--- src/rtl/soc_pkg.sv ---
package soc_pkg;

    ////////////////////////////////////////////////////////////////////////////
    // bus geometry
    ////////////////////////////////////////////////////////////////////////////

    localparam int DATA_WIDTH = 32;
    localparam int ADDR_WIDTH = 32;
    localparam int STRB_WIDTH = DATA_WIDTH / 8; // one strobe per byte lane
    localparam int OFS_WIDTH  = 4;              // register offset bits seen by the slaves

    // address map, top nibble picks the region
    localparam logic [ADDR_WIDTH-1:0] REGION_MASK = 32'hF000_0000;
    localparam logic [ADDR_WIDTH-1:0] MEM_BASE    = 32'h0000_0000;
    localparam logic [ADDR_WIDTH-1:0] TIMER_BASE  = 32'h1000_0000;
    localparam logic [ADDR_WIDTH-1:0] PLIC_BASE   = 32'h2000_0000;

    localparam int MEM_WORDS = 256;

    // timer block registers
    localparam logic [OFS_WIDTH-1:0] TMR0_CMP_OFS  = 4'h0;
    localparam logic [OFS_WIDTH-1:0] TMR0_CTRL_OFS = 4'h4; // bit0 enable, bit1 flag (w1c)
    localparam logic [OFS_WIDTH-1:0] TMR1_CMP_OFS  = 4'h8;
    localparam logic [OFS_WIDTH-1:0] TMR1_CTRL_OFS = 4'hC;

    // plic registers
    localparam logic [OFS_WIDTH-1:0] PLIC_ENABLE_OFS  = 4'h0;
    localparam logic [OFS_WIDTH-1:0] PLIC_PENDING_OFS = 4'h4; // read only
    localparam logic [OFS_WIDTH-1:0] PLIC_CLAIM_OFS   = 4'h8; // read only, 0 = nothing

    // interrupt sources, line 0 stays reserved
    localparam int NUM_IRQ_LINES = 8;
    localparam int IRQ_TIMER0    = 2;
    localparam int IRQ_TIMER1    = 3;

    typedef enum logic [1:0] {
        RESP_OKAY   = 2'd0,
        RESP_DECERR = 2'd3
    } resp_t;

    typedef enum logic [1:0] {
        SEL_MEM,
        SEL_TMR,
        SEL_PLIC,
        SEL_NONE    // unmapped region
    } slave_sel_t;

endpackage : soc_pkg

--- src/rtl/soc_bus_if.sv ---
`timescale 1ns/10ps

// one controller to slave link, fixed latency
// sel is a single cycle strobe, rdata follows one cycle later
interface soc_bus_if;

    logic                            sel;    // one cycle per access
    logic                            write;
    logic [soc_pkg::ADDR_WIDTH-1:0]  addr;
    logic [soc_pkg::DATA_WIDTH-1:0]  wdata;
    logic [soc_pkg::STRB_WIDTH-1:0]  wstrb;
    logic [soc_pkg::DATA_WIDTH-1:0]  rdata;  // registered in the slave

    // bus controller side
    modport ctrl (
        output sel,
        output write,
        output addr,
        output wdata,
        output wstrb,
        input  rdata
    );

    // slave side, never stalls so no ready
    modport slave (
        input  sel,
        input  write,
        input  addr,
        input  wdata,
        input  wstrb,
        output rdata
    );

endinterface : soc_bus_if

--- src/rtl/timer_bank.sv ---
`timescale 1ns/10ps

module timer_bank (
    input  logic       clk_i,
    input  logic       reset_i,
    soc_bus_if.slave   bus_s,
    output logic [1:0] irq_o
);

    logic [soc_pkg::DATA_WIDTH-1:0] cmp_q [2];
    logic [soc_pkg::DATA_WIDTH-1:0] cnt_q [2]; // not visible on the bus
    logic [1:0]                     en_q, flag_q;
    logic [1:0]                     cmp_we, ctrl_we;
    logic [soc_pkg::OFS_WIDTH-1:0]  ofs;
    logic [soc_pkg::DATA_WIDTH-1:0] rd_next;
    logic                           wr;

    assign ofs = bus_s.addr[soc_pkg::OFS_WIDTH-1:0];
    assign wr  = bus_s.sel && bus_s.write;

    // register write decode
    assign cmp_we[0]  = wr && (ofs == soc_pkg::TMR0_CMP_OFS);
    assign cmp_we[1]  = wr && (ofs == soc_pkg::TMR1_CMP_OFS);
    assign ctrl_we[0] = wr && (ofs == soc_pkg::TMR0_CTRL_OFS);
    assign ctrl_we[1] = wr && (ofs == soc_pkg::TMR1_CTRL_OFS);

    ////////////////////////////////////////////////////////////////////////////
    // counters and flags
    ////////////////////////////////////////////////////////////////////////////

    always_ff @(posedge clk_i) begin
        if (reset_i) begin
            for (int i = 0; i < 2; i++) begin
                cmp_q[i] <= '0;
                cnt_q[i] <= '0;
            end
            en_q   <= '0;  // timers start disabled
            flag_q <= '0;
        end else begin
            for (int i = 0; i < 2; i++) begin
                if (en_q[i] && !flag_q[i]) begin
                    if (cnt_q[i] == cmp_q[i]) flag_q[i] <= 1'b1; // hit, counter parks
                    else                      cnt_q[i]  <= cnt_q[i] + 1'b1;
                end
                if (cmp_we[i]) cmp_q[i] <= bus_s.wdata;
                if (ctrl_we[i]) begin
                    en_q[i] <= bus_s.wdata[0];
                    if (bus_s.wdata[1]) begin  // w1c: flag and counter back to zero
                        flag_q[i] <= 1'b0;
                        cnt_q[i]  <= '0;
                    end
                end
            end
        end
    end

    // readback mux
    always_comb begin
        rd_next = '0;
        case (ofs)
            soc_pkg::TMR0_CMP_OFS:  rd_next = cmp_q[0];
            soc_pkg::TMR1_CMP_OFS:  rd_next = cmp_q[1];
            soc_pkg::TMR0_CTRL_OFS: rd_next[1:0] = {flag_q[0], en_q[0]};
            soc_pkg::TMR1_CTRL_OFS: rd_next[1:0] = {flag_q[1], en_q[1]};
            default:                rd_next = '0;
        endcase
    end

    always_ff @(posedge clk_i) begin
        if (bus_s.sel && !bus_s.write) bus_s.rdata <= rd_next;
    end

    assign irq_o = flag_q; // flag level is the line

endmodule : timer_bank

--- src/flat_wrapper.sv ---
// flat-port wrapper written by rule: the top's interface ports become plain ports
module timer_bank_flat 
  (clk_i, reset_i, irq_o, bus_s_sel, bus_s_write, bus_s_addr, bus_s_wdata, bus_s_wstrb, bus_s_rdata);
  soc_bus_if bus_s_i ();
  input  logic clk_i;
  input  logic reset_i;
  output logic [1:0] irq_o;
  input wire logic [$bits(bus_s_i.sel)-1:0] bus_s_sel;
  input wire logic [$bits(bus_s_i.write)-1:0] bus_s_write;
  input wire logic [$bits(bus_s_i.addr)-1:0] bus_s_addr;
  input wire logic [$bits(bus_s_i.wdata)-1:0] bus_s_wdata;
  input wire logic [$bits(bus_s_i.wstrb)-1:0] bus_s_wstrb;
  output wire logic [$bits(bus_s_i.rdata)-1:0] bus_s_rdata;
  assign bus_s_i.sel = bus_s_sel;
  assign bus_s_i.write = bus_s_write;
  assign bus_s_i.addr = bus_s_addr;
  assign bus_s_i.wdata = bus_s_wdata;
  assign bus_s_i.wstrb = bus_s_wstrb;
  assign bus_s_rdata = bus_s_i.rdata;
  timer_bank u_core (.clk_i(clk_i), .reset_i(reset_i), .bus_s(bus_s_i), .irq_o(irq_o));
endmodule
--- config.mk ---
export PLATFORM = sky130hd
export DESIGN_NAME = timer_bank_flat
export DESIGN_NICKNAME = d
export VERILOG_FILES = /design/src/rtl/soc_pkg.sv /design/src/rtl/soc_bus_if.sv /design/src/rtl/timer_bank.sv /design/src/flat_wrapper.sv
export SDC_FILE = /design/constraint.sdc
export NUM_CORES = 1
export LEC_CHECK = 0
export BUFFER_PORTS_ARGS = -buffer_cell sky130_fd_sc_hd__buf_4
export CORE_UTILIZATION = 50
export DETAILED_ROUTE_END_ITERATION = 8
export PLACE_DENSITY = 0.7
export SLEW_MARGIN = 5
export SYNTH_ARGS = -nofsm -noshare
export SYNTH_HDL_FRONTEND = slang
export SYNTH_SLANG_ARGS = --single-unit
--- constraint.sdc ---
create_clock -name clk_i -period 7.45 [get_ports clk_i]
set_clock_uncertainty 0.2 [all_clocks]
set_input_delay 0.3725 -clock clk_i [delete_from_list [all_inputs] [get_ports clk_i]]
set_output_delay 0.3725 -clock clk_i [all_outputs]
set_load 0.02 [all_outputs]
==> impl_metrics.ini <==
[floorplanning]
row_count = 46
dieArea_um2 = 16800
coreArea_um2 = 15900
io_pins = 106
die-width_um = 130
start_util = 0.512
die_h_um = 130

[drt]
via_per_inst = 5.68
routed_wl_um = 19700
initialDrtViolationCount = 505
firstDrtPassIters = 4
wire_per_inst_um = 19.4
drc = 0
vias = 5766
ant_nets = 0

[critical_path]
endpoint_kind = flip-flop
cpPeakStageDelay_ns = 0.73
crit_fanout = 12
crit_path_cell_trace = xor2_1, nor4_1, nand4_1, nor2_1, o21ai_0, mux2i_1
slowest_stage = nor2_1
critPathLaunchType = flip-flop
rrSetupSlack_ns = 4.53
required_ns = 7.56
crit_type = reg -> reg
critPathArrivalTime_ns = 3.02

[outcome]
status = completed

[synth]
yosysSeqAreaShare = 0.561
synth_cells = 726
ys_top_cells_by_area = edfxtp_1 (47%), dfxtp_1 (8.9%), mux2i_1 (6.2%)
synth_top_area_share = 0.472
ys.flop_type = edfxtp_1
synthArstFlopShare = 0
post-synth-top-area-cell = edfxtp_1
ys_warn_count = 0
synth.most_common_cell = edfxtp_1
syn_area_um2 = 8140
avgSynthCellArea_um2 = 11.2
ys_seq_elements = 164
synth.net_count = 800
synth_edf_count = 128
ys_top_cells_by_count = edfxtp_1 (128), nor2_1 (95), mux2i_1 (50), xor2_1 (50), xnor2_1 (48)
ys_types = 47

[clock_tree]
post_cts_resized = 0
htreeDepth = 4
clk_latency_ns = 0.43
clkTransAtPathRegs_ns = 0.07
cts_tree = yes
clkSinkCount = 164
holdBufCountCts = 0
cts_root_buf = clkbuf_16
cts_buffers = 17
clock_path_buffers = 2
cts_setup_buffers = 0

[global_route]
grt_pass1_wl_um = 30800
antenna_found_initial = 0
grt.overflow.total = 0
grt_use_total = 0.249
grt_max_degree = 38
first_global_vias = 5679

[min_path]
min_path_type = in -> reg

[power_and_ir_drop]
p_leak_nw = 3.40
powerDensity_nw_per_um2 = 219
vdd_drop_max_uv = 182

[timing]
fin_crit_ns = 2.92
drv_slew = 0
tightest_slew_ns = 1.17
fin_crit_sh = 0.392
slew_headroom = 0.222
hold_viol = 0
fmax_ghz = 0.343
setup_viol = 0
tns_ns = 0
rsz0062_at_grt = no
setup_slack_ns = 4.53

[finish]
drive_gt1_frac = 0.156
fillCellCount = 1324
areaGrowthSynthToFinish_pct = 16.3
fin_nets = 861
diodes = 0

[placement]
gp_congestion = 0.884
dpl_worst_slack_ns = 4.29
io_buffers = 73
dp_hpwl_um = 13800

[flow_run]
cap_violations = 0
[cells in the final DEF, fill, tap and decap left out, types with 36 or more instances in the layout]
cell type  count
and2_1        37
edfxtp_1     128
nand4_1       36
xor2_1        50
dfxtp_1       36
nor2_1        94
buf_4         79
nand2_1       42
mux2i_1       50
xnor2_1       48
[per-layer routing]
metal,global-route usage,part of all wire,wire (µm)
met1,0.333,0.46,9040
met2,0.403,0.47,9220
met3,0.0454,0.052,1030
met4,0.0999,0.022,440
met5,0,0,0
[path summary, 6_finish.rpt]
check | cells past startpoint | startpoint | endpoint
setup / recovery | 6 | u_core.cmp_q[0][55] | u_core.cnt_q[1][27]
hold / removal | 3 | bus_s_wdata[0] | u_core.en_q[0]
setup reg to reg | 6 | u_core.cmp_q[0][55] | u_core.cnt_q[1][27]
hold reg to reg | 2 | u_core.cnt_q[1][21] | u_core.cnt_q[1][21]
[logic make-up after synthesis]
| family | count (synthesis) | synth area share |
|---|---|---|
| AOI/OAI and AO/OA | 58 | 0.0454 |
| xor gates and xnor gates | 98 | 0.105 |
| adders and majority gates | 2 | 0.00307 |
| buffers and inverters | 48 | 0.0255 |
| DFF | 164 | 0.561 |
| muxes | 52 | 0.0643 |
| and+or+nand+nor | 304 | 0.195 |
[where the power goes]
part	total [W]	switching [W]	internal, W
clock network	0.000893	0.000374	0.000519
logic	0.000122	0.0000675	0.0000546
registers	0.00105	0.0000337	0.00102
[state kept, by name, summed over array words and instances (netlist names)]
register,count
u_core.irq_o,2
u_core.cmp_q,64
u_core.cnt_q,64
u_core.en_q,2
u_core.bus_s.rdata,32
[cell type report]
class / instances / area, µm² / area share
clock inverter: 12 / 144 / 0.0152
clock buffer: 20 / 457 / 0.0483
inverter: 11 / 41.3 / 0.00436
timing repair buffer: 79 / 593 / 0.0627
tap: 216 / 270 / 0.0286
sequential: 164 / 4560 / 0.482
multi-input combinational: 514 / 3390 / 0.359
[stage by stage]
stage | std cells | utilization | instance area [µm²] | power [W] | hold slack (ns)
after floorplan | 726 | - | 8140 | 0.00114 | 0.264
after global placement | 984 | 0.558 | 8860 | 0.00119 | 0.285
after detailed placement | 984 | 0.558 | 8860 | 0.00119 | 0.287
after CTS | 1016 | 0.596 | 9460 | 0.00208 | 0.0223
after global routing | 1016 | 0.596 | 9460 | 0.00213 | 0.0373
final | 1016 | 0.596 | 9460 | 0.00207 | 0.0317
[critical path, delay by kind of cell, from the launching register on]
family / cells / cell delay (ns)
AOI/OAI and AO/OA: 1 / 0.28
muxes: 1 / 0.17
xor gates and xnor gates: 1 / 0.17
DFF: 1 / 0.45
and+or+nand+nor: 3 / 1.52
Power figures use the tool's default switching activity.
