--- src/rtl/soc_pkg.sv ---
package soc_pkg;

    ////////////////////////////////////////////////////////////////////////////
    // bus geometry
    ////////////////////////////////////////////////////////////////////////////

    localparam int DATA_WIDTH = 32;
    localparam int ADDR_WIDTH = 32;
    localparam int STRB_WIDTH = DATA_WIDTH / 8; // one strobe per byte lane
    localparam int OFS_WIDTH  = 4;              // register offset bits seen by the slaves

    // address map, top nibble picks the region
    localparam logic [ADDR_WIDTH-1:0] REGION_MASK = 32'hF000_0000;
    localparam logic [ADDR_WIDTH-1:0] MEM_BASE    = 32'h0000_0000;
    localparam logic [ADDR_WIDTH-1:0] TIMER_BASE  = 32'h1000_0000;
    localparam logic [ADDR_WIDTH-1:0] PLIC_BASE   = 32'h2000_0000;

    localparam int MEM_WORDS = 256;

    // timer block registers
    localparam logic [OFS_WIDTH-1:0] TMR0_CMP_OFS  = 4'h0;
    localparam logic [OFS_WIDTH-1:0] TMR0_CTRL_OFS = 4'h4; // bit0 enable, bit1 flag (w1c)
    localparam logic [OFS_WIDTH-1:0] TMR1_CMP_OFS  = 4'h8;
    localparam logic [OFS_WIDTH-1:0] TMR1_CTRL_OFS = 4'hC;

    // plic registers
    localparam logic [OFS_WIDTH-1:0] PLIC_ENABLE_OFS  = 4'h0;
    localparam logic [OFS_WIDTH-1:0] PLIC_PENDING_OFS = 4'h4; // read only
    localparam logic [OFS_WIDTH-1:0] PLIC_CLAIM_OFS   = 4'h8; // read only, 0 = nothing

    // interrupt sources, line 0 stays reserved
    localparam int NUM_IRQ_LINES = 8;
    localparam int IRQ_TIMER0    = 2;
    localparam int IRQ_TIMER1    = 3;

    typedef enum logic [1:0] {
        RESP_OKAY   = 2'd0,
        RESP_DECERR = 2'd3
    } resp_t;

    typedef enum logic [1:0] {
        SEL_MEM,
        SEL_TMR,
        SEL_PLIC,
        SEL_NONE    // unmapped region
    } slave_sel_t;

endpackage : soc_pkg

--- src/rtl/soc_bus_if.sv ---
`timescale 1ns/10ps

// one controller to slave link, fixed latency
// sel is a single cycle strobe, rdata follows one cycle later
interface soc_bus_if;

    logic                            sel;    // one cycle per access
    logic                            write;
    logic [soc_pkg::ADDR_WIDTH-1:0]  addr;
    logic [soc_pkg::DATA_WIDTH-1:0]  wdata;
    logic [soc_pkg::STRB_WIDTH-1:0]  wstrb;
    logic [soc_pkg::DATA_WIDTH-1:0]  rdata;  // registered in the slave

    // bus controller side
    modport ctrl (
        output sel,
        output write,
        output addr,
        output wdata,
        output wstrb,
        input  rdata
    );

    // slave side, never stalls so no ready
    modport slave (
        input  sel,
        input  write,
        input  addr,
        input  wdata,
        input  wstrb,
        output rdata
    );

endinterface : soc_bus_if

--- src/rtl/plic.sv ---
`timescale 1ns/10ps

module plic (
    input  logic       clk_i,
    input  logic       reset_i,
    soc_bus_if.slave   bus_s,
    input  logic [1:0] src_i,  // timer 0, timer 1
    output logic       irq_o
);

    logic [soc_pkg::NUM_IRQ_LINES-1:0]         src, enable_q, active;
    logic [$clog2(soc_pkg::NUM_IRQ_LINES)-1:0] claim_id;
    logic [soc_pkg::OFS_WIDTH-1:0]             ofs;
    logic [soc_pkg::DATA_WIDTH-1:0]            rd_next;

    assign ofs = bus_s.addr[soc_pkg::OFS_WIDTH-1:0];

    // source vector, unused lines tied low
    always_comb begin
        src = '0;
        src[soc_pkg::IRQ_TIMER0] = src_i[0];
        src[soc_pkg::IRQ_TIMER1] = src_i[1];
    end

    always_ff @(posedge clk_i) begin
        if (reset_i)                                                  enable_q <= '0;
        else if (bus_s.sel && bus_s.write && ofs == soc_pkg::PLIC_ENABLE_OFS)
            enable_q <= bus_s.wdata[soc_pkg::NUM_IRQ_LINES-1:0];
    end

    assign active = src & enable_q;
    assign irq_o  = |active;   // combinational, no sync stage

    ////////////////////////////////////////////////////////////////////////////
    // claim, lowest enabled pending line wins
    ////////////////////////////////////////////////////////////////////////////

    always_comb begin
        claim_id = '0;
        for (int i = soc_pkg::NUM_IRQ_LINES - 1; i > 0; i--) begin  // line 0 reserved
            if (active[i]) claim_id = i[$clog2(soc_pkg::NUM_IRQ_LINES)-1:0];
        end
    end

    always_comb begin
        rd_next = '0;
        case (ofs)
            soc_pkg::PLIC_ENABLE_OFS:  rd_next[soc_pkg::NUM_IRQ_LINES-1:0] = enable_q;
            soc_pkg::PLIC_PENDING_OFS: rd_next[soc_pkg::NUM_IRQ_LINES-1:0] = src;
            soc_pkg::PLIC_CLAIM_OFS:   rd_next[$clog2(soc_pkg::NUM_IRQ_LINES)-1:0] = claim_id;
            default:                   rd_next = '0;
        endcase
    end

    always_ff @(posedge clk_i) begin
        if (bus_s.sel && !bus_s.write) bus_s.rdata <= rd_next; // sampled on sel
    end

endmodule : plic

--- src/flat_wrapper.sv ---
// flat-port wrapper written by rule: the top's interface ports become plain ports
module plic_flat 
  (clk_i, reset_i, src_i, irq_o, bus_s_sel, bus_s_write, bus_s_addr, bus_s_wdata, bus_s_wstrb, bus_s_rdata);
  soc_bus_if bus_s_i ();
  input  logic clk_i;
  input  logic reset_i;
  input  logic [1:0] src_i;
  output logic irq_o;
  input wire logic [$bits(bus_s_i.sel)-1:0] bus_s_sel;
  input wire logic [$bits(bus_s_i.write)-1:0] bus_s_write;
  input wire logic [$bits(bus_s_i.addr)-1:0] bus_s_addr;
  input wire logic [$bits(bus_s_i.wdata)-1:0] bus_s_wdata;
  input wire logic [$bits(bus_s_i.wstrb)-1:0] bus_s_wstrb;
  output wire logic [$bits(bus_s_i.rdata)-1:0] bus_s_rdata;
  assign bus_s_i.sel = bus_s_sel;
  assign bus_s_i.write = bus_s_write;
  assign bus_s_i.addr = bus_s_addr;
  assign bus_s_i.wdata = bus_s_wdata;
  assign bus_s_i.wstrb = bus_s_wstrb;
  assign bus_s_rdata = bus_s_i.rdata;
  plic u_core (.clk_i(clk_i), .reset_i(reset_i), .bus_s(bus_s_i), .src_i(src_i), .irq_o(irq_o));
endmodule
--- config.mk ---
export PLATFORM = sky130hd
export DESIGN_NAME = plic_flat
export DESIGN_NICKNAME = d
export VERILOG_FILES = /design/src/rtl/soc_pkg.sv /design/src/rtl/soc_bus_if.sv /design/src/rtl/plic.sv /design/src/flat_wrapper.sv
export SDC_FILE = /design/constraint.sdc
export NUM_CORES = 1
export LEC_CHECK = 0
export ABC_AREA = 1
export BUFFER_PORTS_ARGS = -buffer_cell sky130_fd_sc_hd__buf_2
export CORE_ASPECT_RATIO = 1.1
export CORE_MARGIN = 4
export CORE_UTILIZATION = 32
export DETAILED_ROUTE_END_ITERATION = 8
export PLACE_DENSITY = 0.79
export SYNTH_ARGS = -nofsm -noshare
export SYNTH_HDL_FRONTEND = slang
export SYNTH_SLANG_ARGS = --single-unit
--- constraint.sdc ---
create_clock -name clk_i -period 1 [get_ports clk_i]
set_input_delay 0.1 -clock clk_i [delete_from_list [all_inputs] [get_ports clk_i]]
set_output_delay 0.1 -clock clk_i [all_outputs]
set_load 0.005 [all_outputs]
==> impl_metrics.json <==
{
  "crit_path_end_kind": "primary output",
  "place.gp.congestion": 0.7201,
  "die_height_um": 63.34,
  "dominantRegCellSynth": "edfxtp_1",
  "dieArea_um2": 3693,
  "total_number_of_vias": 650,
  "netlist.area_leader.share_pct": 26.97,
  "pin_count_of_the_biggest_net_entering_global_routing": 17,
  "synthDominantAreaCellType": "edfxtp_1",
  "report.power.total_mw": 1.246,
  "tritoncts": "yes",
  "seq_area_frac_synth_pct": 44.94,
  "firstDrtPassIters": 4,
  "avgRoutedWirePerCell_um": 8.847,
  "cts.htree.levels": 1,
  "yosys_warnings": 0,
  "finalClockSkew_ps": 2.287,
  "postSynth.asyncResetShare_pct": 0,
  "globalRouteTotalUtil_pct": 7.246,
  "floorplan.die.width_um": 58.31,
  "holdCritPathClass": "in -> reg",
  "floorplan.rows": 19,
  "post-route-period-util_pct": 96.76,
  "worst_ep_arrival_time_ps": 870,
  "postLayoutCoreUtil_pct": 39.21,
  "timing_worst_setup_path_type": "reg -> out",
  "routed-wl-met3_um": 211,
  "syn-instance-count": 109,
  "sw_frac_of_total_pct": 22.31,
  "drv_slew": 0,
  "cts.hold.buffers_added": 0,
  "path_clk_slew_ps": 90,
  "irDropWorstVdd_uv": 531.3,
  "vias_per_cell": 3.824,
  "post_layout_nonfiller_instances": 170,
  "netlist_area_um2": 890.9,
  "coreArea_um2": 2591,
  "grt_first_pass_wirelength_um": 2028,
  "initial_core_util_pct": 34.38,
  "power_share_of_the_sequential_group_pct": 56.5,
  "unrepaired_setup_endpoints_after_global_routing": "yes",
  "postSynthAreaPerCell_um2": 8.173,
  "wl_met1_um": 584,
  "top_layer": "met4",
  "endpoints_failing_hold": 0,
  "critical_path.max_fanout": 2,
  "post_synth_main_area_contributors": "edfxtp_1, buf_4, dfxtp_1, nand2_1, nor2_1",
  "grt_antenna_before_repair": 0,
  "synth_top_cells_by_count": "buf_4, nand2_1, nor2_1, inv_1",
  "layout.filler_cells": 282,
  "combinationalPowerShare_pct": 10.0,
  "outcome": "finished clean",
  "max-clock-path-buffers": 2,
  "power_report.internal_total_uw": 967.7,
  "post-route-drc-count": 0,
  "pwr-share-clk_pct": 33.5,
  "synth-edff-count": 8,
  "timing.max_cap.violations": 0,
  "pre_cts_slack_ps": 14.78,
  "ant_nets": 0,
  "area_delta_synth_final_pct": 14.04,
  "netlist-cell-type-count": 14,
  "drt_first_iter_violations": 9,
  "globalRouteOverflowTotal": 0,
  "drive_above_1_share_pct": 28.78,
  "cts.sinks": 16,
  "min_period_ps": 967.6,
  "totalWireLength_um": 1504,
  "wl_met2_um": 702,
  "place.port_buffers": 26,
  "final_nets": 214,
  "worst_ep_required_time_ps": 900,
  "synthMostInstantiatedCell": "buf_4",
  "power.switching_uw": 277.9,
  "cp-start-kind": "flop",
  "clock_insertion_delay_worst_skew_ps": 280,
  "postLayoutSetupSlackWorst_ps": 32.36,
  "cts_root_buf": "clkbuf_4",
  "setup_total_negative_slack_ps": 0,
  "first_global_vias": 500,
  "number_of_clock_buffers_inserted_by_tritoncts": 3,
  "report.final.setup_viol": 0,
  "boundaryPins": 107,
  "num_antenna_cells": 0,
  "cellPowerDensity_nw_per_um2": 1226,
  "place.detailed.hpwl_um": 1182,
  "max_clock_freq_mhz": 1033,
  "ys_seq_elements": 16,
  "placed_cells": 165,
  "p_leak_nw": 0.5333
}
-- cells in the final DEF (no fill, tap or decap), types with 3 or more instances in the layout --
cell type	netlist	final
dfxtp_1	8	6
clkbuf_4	0	3
conb_1	1	24
inv_1	14	14
buf_2	0	26
edfxtp_1	8	8
nand2_2	0	3
nor2_1	21	21
nand2_1	21	18
-- worst paths after layout --
check / cells past startpoint / slack [ps] / endpoint / startpoint
min: 3 / 30 / u_core.enable_q[7] / bus_s_wdata[7]
max: 3 / 30 / irq_o / u_core.enable_q[2]
min reg2reg: 4 / 530 / u_core.enable_q[5] / u_core.enable_q[5]
max reg2reg: 5 / 60 / u_core.bus_s.rdata[1] / u_core.enable_q[2]
-- cell families after synthesis --
group / after synthesis / share of synthesized area, %
flip-flops: 16 / 44.94
AND/OR/NAND/NOR: 49 / 24.72
other: 1 / 0.4209
AO/OA/AOI/OAI: 4 / 2.528
buffers and inverters: 39 / 27.39
-- cell type report --
class                           instances  area (um^2)  area share, %
Clock buffer                            4        36.28          3.571
Inverter                               14        52.55          5.172
Timing Repair Buffer                   28        145.1          14.29
Multi-Input combinational cell         77        340.3          33.50
Sequential cell                        16        402.9          39.66
Tap cell                               31        38.79          3.818
-- metal layers --
metal  track usage, %  up-vias
met5                0        -
met4            6.957        0
met3            1.837        2
met2            10.34       44
met1            8.489      259
li1                 -      345
-- registers in the layout, summed over array words and instances, names as in the netlist --
register and flops:
u_core.bus_s.rdata 8, u_core.enable_q 8
-- power by group through the flow --
stage	clock (mW)	sequential, mW	combinational, mW
3_3_place_gp	0	0.718	0.118
5_1_grt	0.458	0.705	0.142
2_1_floorplan	0	0.721	0.126
3_5_place_dp	0	0.718	0.121
6_report	0.418	0.703	0.125
4_1_cts	0.430	0.703	0.122
-- per-stage QoR --
| stage | cell area (um^2) | hold WS, ps |
|---|---|---|
| after floorplan | 977.2 | 234.9 |
| after CTS | 999.7 | 30.34 |
| final | 1016 | 34.28 |
| after global routing | 1016 | 24.62 |
| after detailed placement | 962.2 | 328.3 |
| after global placement | 962.2 | 323.1 |
-- what timing repair did --
item                       CTS  global route
pin swaps                    0             1
gates resized for setup      1             4
setup buffers                0             1
setup endpoints to repair    1             1
-- critical path: stages, from the launching register on --
cell,delay [ps]
dfxtp_2,340
nand2_2,70
nand2_2,60
buf_2,120
Power figures use the tool's default switching activity.
