File: src/rtl/soc_pkg.sv
package soc_pkg;

    ////////////////////////////////////////////////////////////////////////////
    // bus geometry
    ////////////////////////////////////////////////////////////////////////////

    localparam int DATA_WIDTH = 32;
    localparam int ADDR_WIDTH = 32;
    localparam int STRB_WIDTH = DATA_WIDTH / 8; // one strobe per byte lane
    localparam int OFS_WIDTH  = 4;              // register offset bits seen by the slaves

    // address map, top nibble picks the region
    localparam logic [ADDR_WIDTH-1:0] REGION_MASK = 32'hF000_0000;
    localparam logic [ADDR_WIDTH-1:0] MEM_BASE    = 32'h0000_0000;
    localparam logic [ADDR_WIDTH-1:0] TIMER_BASE  = 32'h1000_0000;
    localparam logic [ADDR_WIDTH-1:0] PLIC_BASE   = 32'h2000_0000;

    localparam int MEM_WORDS = 256;

    // timer block registers
    localparam logic [OFS_WIDTH-1:0] TMR0_CMP_OFS  = 4'h0;
    localparam logic [OFS_WIDTH-1:0] TMR0_CTRL_OFS = 4'h4; // bit0 enable, bit1 flag (w1c)
    localparam logic [OFS_WIDTH-1:0] TMR1_CMP_OFS  = 4'h8;
    localparam logic [OFS_WIDTH-1:0] TMR1_CTRL_OFS = 4'hC;

    // plic registers
    localparam logic [OFS_WIDTH-1:0] PLIC_ENABLE_OFS  = 4'h0;
    localparam logic [OFS_WIDTH-1:0] PLIC_PENDING_OFS = 4'h4; // read only
    localparam logic [OFS_WIDTH-1:0] PLIC_CLAIM_OFS   = 4'h8; // read only, 0 = nothing

    // interrupt sources, line 0 stays reserved
    localparam int NUM_IRQ_LINES = 8;
    localparam int IRQ_TIMER0    = 2;
    localparam int IRQ_TIMER1    = 3;

    typedef enum logic [1:0] {
        RESP_OKAY   = 2'd0,
        RESP_DECERR = 2'd3
    } resp_t;

    typedef enum logic [1:0] {
        SEL_MEM,
        SEL_TMR,
        SEL_PLIC,
        SEL_NONE    // unmapped region
    } slave_sel_t;

endpackage : soc_pkg

File: src/rtl/soc_bus_if.sv
`timescale 1ns/10ps

// one controller to slave link, fixed latency
// sel is a single cycle strobe, rdata follows one cycle later
interface soc_bus_if;

    logic                            sel;    // one cycle per access
    logic                            write;
    logic [soc_pkg::ADDR_WIDTH-1:0]  addr;
    logic [soc_pkg::DATA_WIDTH-1:0]  wdata;
    logic [soc_pkg::STRB_WIDTH-1:0]  wstrb;
    logic [soc_pkg::DATA_WIDTH-1:0]  rdata;  // registered in the slave

    // bus controller side
    modport ctrl (
        output sel,
        output write,
        output addr,
        output wdata,
        output wstrb,
        input  rdata
    );

    // slave side, never stalls so no ready
    modport slave (
        input  sel,
        input  write,
        input  addr,
        input  wdata,
        input  wstrb,
        output rdata
    );

endinterface : soc_bus_if

File: src/rtl/bus_ctrl.sv
`timescale 1ns/10ps

module bus_ctrl (
    input  logic                            clk_i,
    input  logic                            reset_i,

    input  logic                            req_valid_i,
    output logic                            req_ready_o,
    input  logic                            req_write_i,
    input  logic [soc_pkg::ADDR_WIDTH-1:0]  req_addr_i,
    input  logic [soc_pkg::DATA_WIDTH-1:0]  req_wdata_i,
    input  logic [soc_pkg::STRB_WIDTH-1:0]  req_wstrb_i,

    output logic                            rsp_valid_o,
    input  logic                            rsp_ready_i,
    output logic [soc_pkg::DATA_WIDTH-1:0]  rsp_rdata_o,
    output soc_pkg::resp_t                  rsp_resp_o,

    soc_bus_if.ctrl                         mem_o,
    soc_bus_if.ctrl                         tmr_o,
    soc_bus_if.ctrl                         plic_o
);

    typedef enum logic [1:0] {
        ST_IDLE,
        ST_ACCESS,   // slave select cycle
        ST_RESPOND   // hold response until host takes it
    } state_t;

    state_t                         state_q;
    soc_pkg::slave_sel_t            sel_q, dec_sel;
    logic                           write_q;
    logic [soc_pkg::ADDR_WIDTH-1:0] addr_q;
    logic [soc_pkg::DATA_WIDTH-1:0] wdata_q;
    logic [soc_pkg::STRB_WIDTH-1:0] wstrb_q;

    ////////////////////////////////////////////////////////////////////////////
    // region decode on the incoming address
    ////////////////////////////////////////////////////////////////////////////

    always_comb begin
        case (req_addr_i & soc_pkg::REGION_MASK)
            soc_pkg::MEM_BASE:   dec_sel = soc_pkg::SEL_MEM;
            soc_pkg::TIMER_BASE: dec_sel = soc_pkg::SEL_TMR;
            soc_pkg::PLIC_BASE:  dec_sel = soc_pkg::SEL_PLIC;
            default:             dec_sel = soc_pkg::SEL_NONE;
        endcase
    end

    // one transaction in flight
    always_ff @(posedge clk_i) begin
        if (reset_i) begin
            state_q <= ST_IDLE;
            sel_q   <= soc_pkg::SEL_NONE;
        end else begin
            case (state_q)
                ST_IDLE: begin
                    if (req_valid_i) begin
                        sel_q   <= dec_sel;
                        // unmapped goes straight to the error response
                        state_q <= (dec_sel == soc_pkg::SEL_NONE) ? ST_RESPOND : ST_ACCESS;
                    end
                end
                ST_ACCESS:  state_q <= ST_RESPOND; // slave rdata valid next cycle
                ST_RESPOND: if (rsp_ready_i) state_q <= ST_IDLE;
                default:    state_q <= ST_IDLE;
            endcase
        end
    end

    // request payload, loaded on accept only
    always_ff @(posedge clk_i) begin
        if (req_valid_i && req_ready_o) begin
            write_q <= req_write_i;
            addr_q  <= req_addr_i;
            wdata_q <= req_wdata_i;
            wstrb_q <= req_wstrb_i;
        end
    end

    assign req_ready_o = (state_q == ST_IDLE);
    assign rsp_valid_o = (state_q == ST_RESPOND);

    ////////////////////////////////////////////////////////////////////////////
    // slave links, shared payload and one-hot select
    ////////////////////////////////////////////////////////////////////////////

    assign mem_o.sel  = (state_q == ST_ACCESS) && (sel_q == soc_pkg::SEL_MEM);
    assign tmr_o.sel  = (state_q == ST_ACCESS) && (sel_q == soc_pkg::SEL_TMR);
    assign plic_o.sel = (state_q == ST_ACCESS) && (sel_q == soc_pkg::SEL_PLIC);

    assign mem_o.write  = write_q;
    assign mem_o.addr   = addr_q;
    assign mem_o.wdata  = wdata_q;
    assign mem_o.wstrb  = wstrb_q;
    assign tmr_o.write  = write_q;
    assign tmr_o.addr   = addr_q;
    assign tmr_o.wdata  = wdata_q;
    assign tmr_o.wstrb  = wstrb_q;
    assign plic_o.write = write_q;
    assign plic_o.addr  = addr_q;
    assign plic_o.wdata = wdata_q;
    assign plic_o.wstrb = wstrb_q;

    // held response, slaves keep rdata until their next read so it stays stable
    always_comb begin
        case (sel_q)
            soc_pkg::SEL_MEM:  rsp_rdata_o = mem_o.rdata;
            soc_pkg::SEL_TMR:  rsp_rdata_o = tmr_o.rdata;
            soc_pkg::SEL_PLIC: rsp_rdata_o = plic_o.rdata;
            default:           rsp_rdata_o = '0;  // decode error
        endcase
        if (write_q) rsp_rdata_o = '0;           // writes answer with zero
    end

    assign rsp_resp_o = (sel_q == soc_pkg::SEL_NONE) ? soc_pkg::RESP_DECERR
                                                     : soc_pkg::RESP_OKAY;

endmodule : bus_ctrl

File: src/flat_wrapper.sv
// flat-port wrapper written by rule: the top's interface ports become plain ports
module bus_ctrl_flat 
  (clk_i, reset_i, req_valid_i, req_ready_o, req_write_i, req_addr_i, req_wdata_i, req_wstrb_i, rsp_valid_o, rsp_ready_i, rsp_rdata_o, rsp_resp_o, mem_o_sel, mem_o_write, mem_o_addr, mem_o_wdata, mem_o_wstrb, mem_o_rdata, tmr_o_sel, tmr_o_write, tmr_o_addr, tmr_o_wdata, tmr_o_wstrb, tmr_o_rdata, plic_o_sel, plic_o_write, plic_o_addr, plic_o_wdata, plic_o_wstrb, plic_o_rdata);
  soc_bus_if mem_o_i ();
  soc_bus_if tmr_o_i ();
  soc_bus_if plic_o_i ();
  input  logic clk_i;
  input  logic reset_i;
  input  logic req_valid_i;
  output logic req_ready_o;
  input  logic req_write_i;
  input  logic [soc_pkg::ADDR_WIDTH-1:0] req_addr_i;
  input  logic [soc_pkg::DATA_WIDTH-1:0] req_wdata_i;
  input  logic [soc_pkg::STRB_WIDTH-1:0] req_wstrb_i;
  output logic rsp_valid_o;
  input  logic rsp_ready_i;
  output logic [soc_pkg::DATA_WIDTH-1:0] rsp_rdata_o;
  output soc_pkg::resp_t rsp_resp_o;
  output wire logic [$bits(mem_o_i.sel)-1:0] mem_o_sel;
  output wire logic [$bits(mem_o_i.write)-1:0] mem_o_write;
  output wire logic [$bits(mem_o_i.addr)-1:0] mem_o_addr;
  output wire logic [$bits(mem_o_i.wdata)-1:0] mem_o_wdata;
  output wire logic [$bits(mem_o_i.wstrb)-1:0] mem_o_wstrb;
  input wire logic [$bits(mem_o_i.rdata)-1:0] mem_o_rdata;
  output wire logic [$bits(tmr_o_i.sel)-1:0] tmr_o_sel;
  output wire logic [$bits(tmr_o_i.write)-1:0] tmr_o_write;
  output wire logic [$bits(tmr_o_i.addr)-1:0] tmr_o_addr;
  output wire logic [$bits(tmr_o_i.wdata)-1:0] tmr_o_wdata;
  output wire logic [$bits(tmr_o_i.wstrb)-1:0] tmr_o_wstrb;
  input wire logic [$bits(tmr_o_i.rdata)-1:0] tmr_o_rdata;
  output wire logic [$bits(plic_o_i.sel)-1:0] plic_o_sel;
  output wire logic [$bits(plic_o_i.write)-1:0] plic_o_write;
  output wire logic [$bits(plic_o_i.addr)-1:0] plic_o_addr;
  output wire logic [$bits(plic_o_i.wdata)-1:0] plic_o_wdata;
  output wire logic [$bits(plic_o_i.wstrb)-1:0] plic_o_wstrb;
  input wire logic [$bits(plic_o_i.rdata)-1:0] plic_o_rdata;
  assign mem_o_sel = mem_o_i.sel;
  assign mem_o_write = mem_o_i.write;
  assign mem_o_addr = mem_o_i.addr;
  assign mem_o_wdata = mem_o_i.wdata;
  assign mem_o_wstrb = mem_o_i.wstrb;
  assign mem_o_i.rdata = mem_o_rdata;
  assign tmr_o_sel = tmr_o_i.sel;
  assign tmr_o_write = tmr_o_i.write;
  assign tmr_o_addr = tmr_o_i.addr;
  assign tmr_o_wdata = tmr_o_i.wdata;
  assign tmr_o_wstrb = tmr_o_i.wstrb;
  assign tmr_o_i.rdata = tmr_o_rdata;
  assign plic_o_sel = plic_o_i.sel;
  assign plic_o_write = plic_o_i.write;
  assign plic_o_addr = plic_o_i.addr;
  assign plic_o_wdata = plic_o_i.wdata;
  assign plic_o_wstrb = plic_o_i.wstrb;
  assign plic_o_i.rdata = plic_o_rdata;
  bus_ctrl u_core (.clk_i(clk_i), .reset_i(reset_i), .req_valid_i(req_valid_i), .req_ready_o(req_ready_o), .req_write_i(req_write_i), .req_addr_i(req_addr_i), .req_wdata_i(req_wdata_i), .req_wstrb_i(req_wstrb_i), .rsp_valid_o(rsp_valid_o), .rsp_ready_i(rsp_ready_i), .rsp_rdata_o(rsp_rdata_o), .rsp_resp_o(rsp_resp_o), .mem_o(mem_o_i), .tmr_o(tmr_o_i), .plic_o(plic_o_i));
endmodule
File: config.mk
export PLATFORM = sky130hd
export DESIGN_NAME = bus_ctrl_flat
export DESIGN_NICKNAME = d
export VERILOG_FILES = /design/src/rtl/soc_pkg.sv /design/src/rtl/soc_bus_if.sv /design/src/rtl/bus_ctrl.sv /design/src/flat_wrapper.sv
export SDC_FILE = /design/constraint.sdc
export NUM_CORES = 1
export LEC_CHECK = 0
export CELL_PAD_IN_SITES_DETAIL_PLACEMENT = 0
export CELL_PAD_IN_SITES_GLOBAL_PLACEMENT = 2
export CORE_AREA = 2 2 160 162
export CTS_CLUSTER_DIAMETER = 120
export DETAILED_ROUTE_END_ITERATION = 10
export DIE_AREA = 0 0 162 164
export DONT_BUFFER_PORTS = 1
export MAX_ROUTING_LAYER = met4
export PLACE_DENSITY_LB_ADDON = 0.15
export REMOVE_ABC_BUFFERS = 1
export SLEW_MARGIN = 20
export SYNTH_ARGS = -nofsm -noshare
export SYNTH_HDL_FRONTEND = slang
export SYNTH_SLANG_ARGS = --single-unit
File: constraint.sdc
create_clock -name clk_i -period 4.4 [get_ports clk_i]
set_input_delay 0.44 -clock clk_i [delete_from_list [all_inputs] [get_ports clk_i]]
set_output_delay 0.44 -clock clk_i [all_outputs]
set_load 0.02 [all_outputs]
==> impl_metrics.py <==
metrics = {
    "clocking": {
        "hold_buffers": 0,
        "post_cts_resized": 0,
        "clk_latency_ps": 330,
        "clock-sinks": 73,
        "cts_made_buffers": 9,
        "cts_max_path_buffers": 2,
        "cts.clk_slew.worst_paths_ps": 60,
        "ctsRootBufferMaster": "clkbuf_16",
        "cts_tree": "done",
        "cts_setup_buffers": 0,
        "h-tree-depth": 3,
    },
    "floorplan": {
        "ios": 415,
        "coreArea_sq_um": 24800,
        "die_h_um": 164,
        "start_util": 0.186,
        "fp-row-count": 58,
        "dieArea_sq_um": 26600,
        "die_w_um": 162,
    },
    "placed_design": {
        "pre_cts_ws_ps": 1870,
        "hpwl_mm": 10.8,
        "dpl.cell_count": 556,
        "place_congestion": 0.723,
        "port_buffers": 0,
    },
    "cells_and_area": {
        "area_delta_synth_final_pct": -9.00,
        "nets": 406,
        "seq_area_sq_um": 2160,
        "layout_commonest_cell": "edfxtp_1",
        "antenna_cells": 0,
        "stdcell_count": 572,
        "multiInputGateArea_sq_um": 1260,
        "fill_cells": 2742,
        "mostFrequentLayoutCells": "69 x edfxtp_1, 49 x a211oi_2, 33 x nand2b_1",
        "final_core_util": 0.169,
        "layout-drive-gt1-share": 0.314,
    },
    "timing": {
        "fin_crit_ps": 2840,
        "fin_crit_sh": 0.646,
        "hold_slack_ps": 167,
        "setup_ws_ps": 1560,
        "worstMarginPinSlew_ps": 1060,
        "finalHoldViolCount": 0,
        "fin_skew_ps": 7.36,
        "rsz0062_at_grt": "no",
        "drv_slew": 0,
        "setup_tns_ps": 0,
        "finalSetupViolations": 0,
        "fmax_mhz": 352,
        "slew_headroom": 0.295,
    },
    "worst_hold_path": {
        "hold_class": "input port to flop",
        "whs_endpoint": "u_core.state_q[1]",
        "min_path_cells": 1,
        "hp-start": "reset_i",
    },
    "setup_path": {
        "arrival_ps": 2400,
        "r2r_slack_ps": 2530,
        "reg2reg_from": "u_core.state_q[1]",
        "crit_type": "flop to output port",
        "worstPathMaxFanout": 77,
        "startpoint_type": "flop",
        "r2r_end": "u_core.mem_o.wdata[10]",
        "r2r_cells": 2,
        "cp.required_ps": 3960,
        "cp-end-kind": "output port",
    },
    "global_routing": {
        "grt_pass1_wl_mm": 17.8,
        "grt_use_total": 0.101,
        "grt_use_met3": 0.0485,
        "top_usage_layer": "met2",
        "grtUsageMet1": 0.102,
        "grt_max_degree": 78,
        "grt_pass1_vias": 2278,
        "antenna_found_initial": 2,
        "use_met2": 0.167,
        "overflow": 0,
    },
    "synthesis": {
        "avgSynthCellArea_sq_um": 12.1,
        "yosysUniqueCellTypes": 25,
        "yosysWarnings": 0,
        "synth_area_sq_um": 4620,
        "ys_seq_area_frac": 0.466,
        "ys_ff_latch": 73,
        "synthCells": 382,
    },
    "flow_run": {
        "cap_violations": 0,
    },
    "drt": {
        "wl_per_cell_um": 24.0,
        "drc": 0,
        "vias": 2240,
        "viasPerCell": 3.92,
        "ant_nets": 0,
        "drt-total-wl_mm": 13.7,
        "initialDrtViolationCount": 136,
        "drt_first_pass_iters": 4,
    },
    "pwr": {
        "vdd_drop_max_uv": 190,
        "power_density_nw_per_um2": 463,
        "cellLeakagePower_nw": 1.13,
    },
    "outcome": {
        "status": "finished, final reports clean",
    },
}
## Yosys cell counts
master	instances	area share
nor4_1	2	0.0027
buf_2	8	0.0087
nor3b_1	3	0.0049
nor3_1	3	0.0033
buf_8	1	0.0033
nand3b_1	1	0.0016
dfxtp_1	4	0.017
a211o_1	1	0.0019
a211oi_1	15	0.024
buf_1	1	0.00081
nor2_1	2	0.0016
nor2b_1	30	0.041
clkbuf_1	4	0.0033
a211oi_2	49	0.13
a31oi_1	1	0.0014
nand2b_1	33	0.045
and2_1	1	0.0014
buf_12	2	0.0087
nor3b_2	1	0.0027
buf_4	144	0.23
a21oi_1	2	0.0022
edfxtp_1	69	0.45
nor2b_2	3	0.0057
buf_6	1	0.0024
nand2_1	1	0.00081
## worst max-delay path, cell delays in order (launching register included)
cell and delay, ps:
dfxtp_4 860, buf_4 380, a211oi_1 110, a211oi_1 630
## area by class of cell
type / count / area share
sequential: 73 / 0.514
timing repair buffer: 5 / 0.00893
clock buffer: 9 / 0.0536
multi-input combinational: 148 / 0.301
clock inverter: 7 / 0.0241
tap: 330 / 0.0983
## registers in the layout, indices dropped and copies added, names as in the netlist
name / count
u_core.mem_o.addr: 32
u_core.mem_o.wdata: 32
u_core.mem_o.write: 1
u_core.mem_o.wstrb: 4
u_core.sel_q: 2
u_core.state_q: 2
## cell families (layout without fill, tap and decap cells)
kind of cell / Yosys count / in the layout / synth area share
DFF: 73 / 73 / 0.466
AOI/OAI and AO/OA: 68 / 68 / 0.163
and+or+nand+nor: 80 / 80 / 0.110
buffers and inverters: 161 / 21 / 0.261
## power by group
part           switching [W]  internal, W  total (W)
clock               0.000309     0.000503   0.000812
combinational      0.0000557    0.0000238  0.0000794
sequential          0.000233     0.000820    0.00105
## per-stage QoR
| stage | instance area [sq um] | total power (W) |
|---|---|---|
| 2_1_floorplan | 3410 | 0.00110 |
| 3_3_place_gp | 3870 | 0.00115 |
| 3_5_place_dp | 3870 | 0.00115 |
| 4_1_cts | 4200 | 0.00198 |
| 5_1_grt | 4200 | 0.00203 |
| 6_report | 4200 | 0.00194 |
## layer usage
metal,vias to the layer above,wire [um]
li1,921,-
met1,1077,4900
met2,215,6840
met3,27,1530
met4,0,461
met5,-,0
## worst max path at each step
stage	startpoint	slack [ps]	endpoint	cells after the start
floorplan	req_valid_i	690	u_core.mem_o.addr[0]	1
global placement	u_core.sel_q[0]	1910	rsp_rdata_o[27]	3
detailed placement	u_core.sel_q[0]	1870	rsp_rdata_o[27]	3
CTS	u_core.sel_q[0]	1500	rsp_rdata_o[27]	3
global route	u_core.sel_q[0]	1370	rsp_rdata_o[0]	3
finish	u_core.sel_q[0]	1560	rsp_rdata_o[27]	3
(Power assumes the default switching activity.)
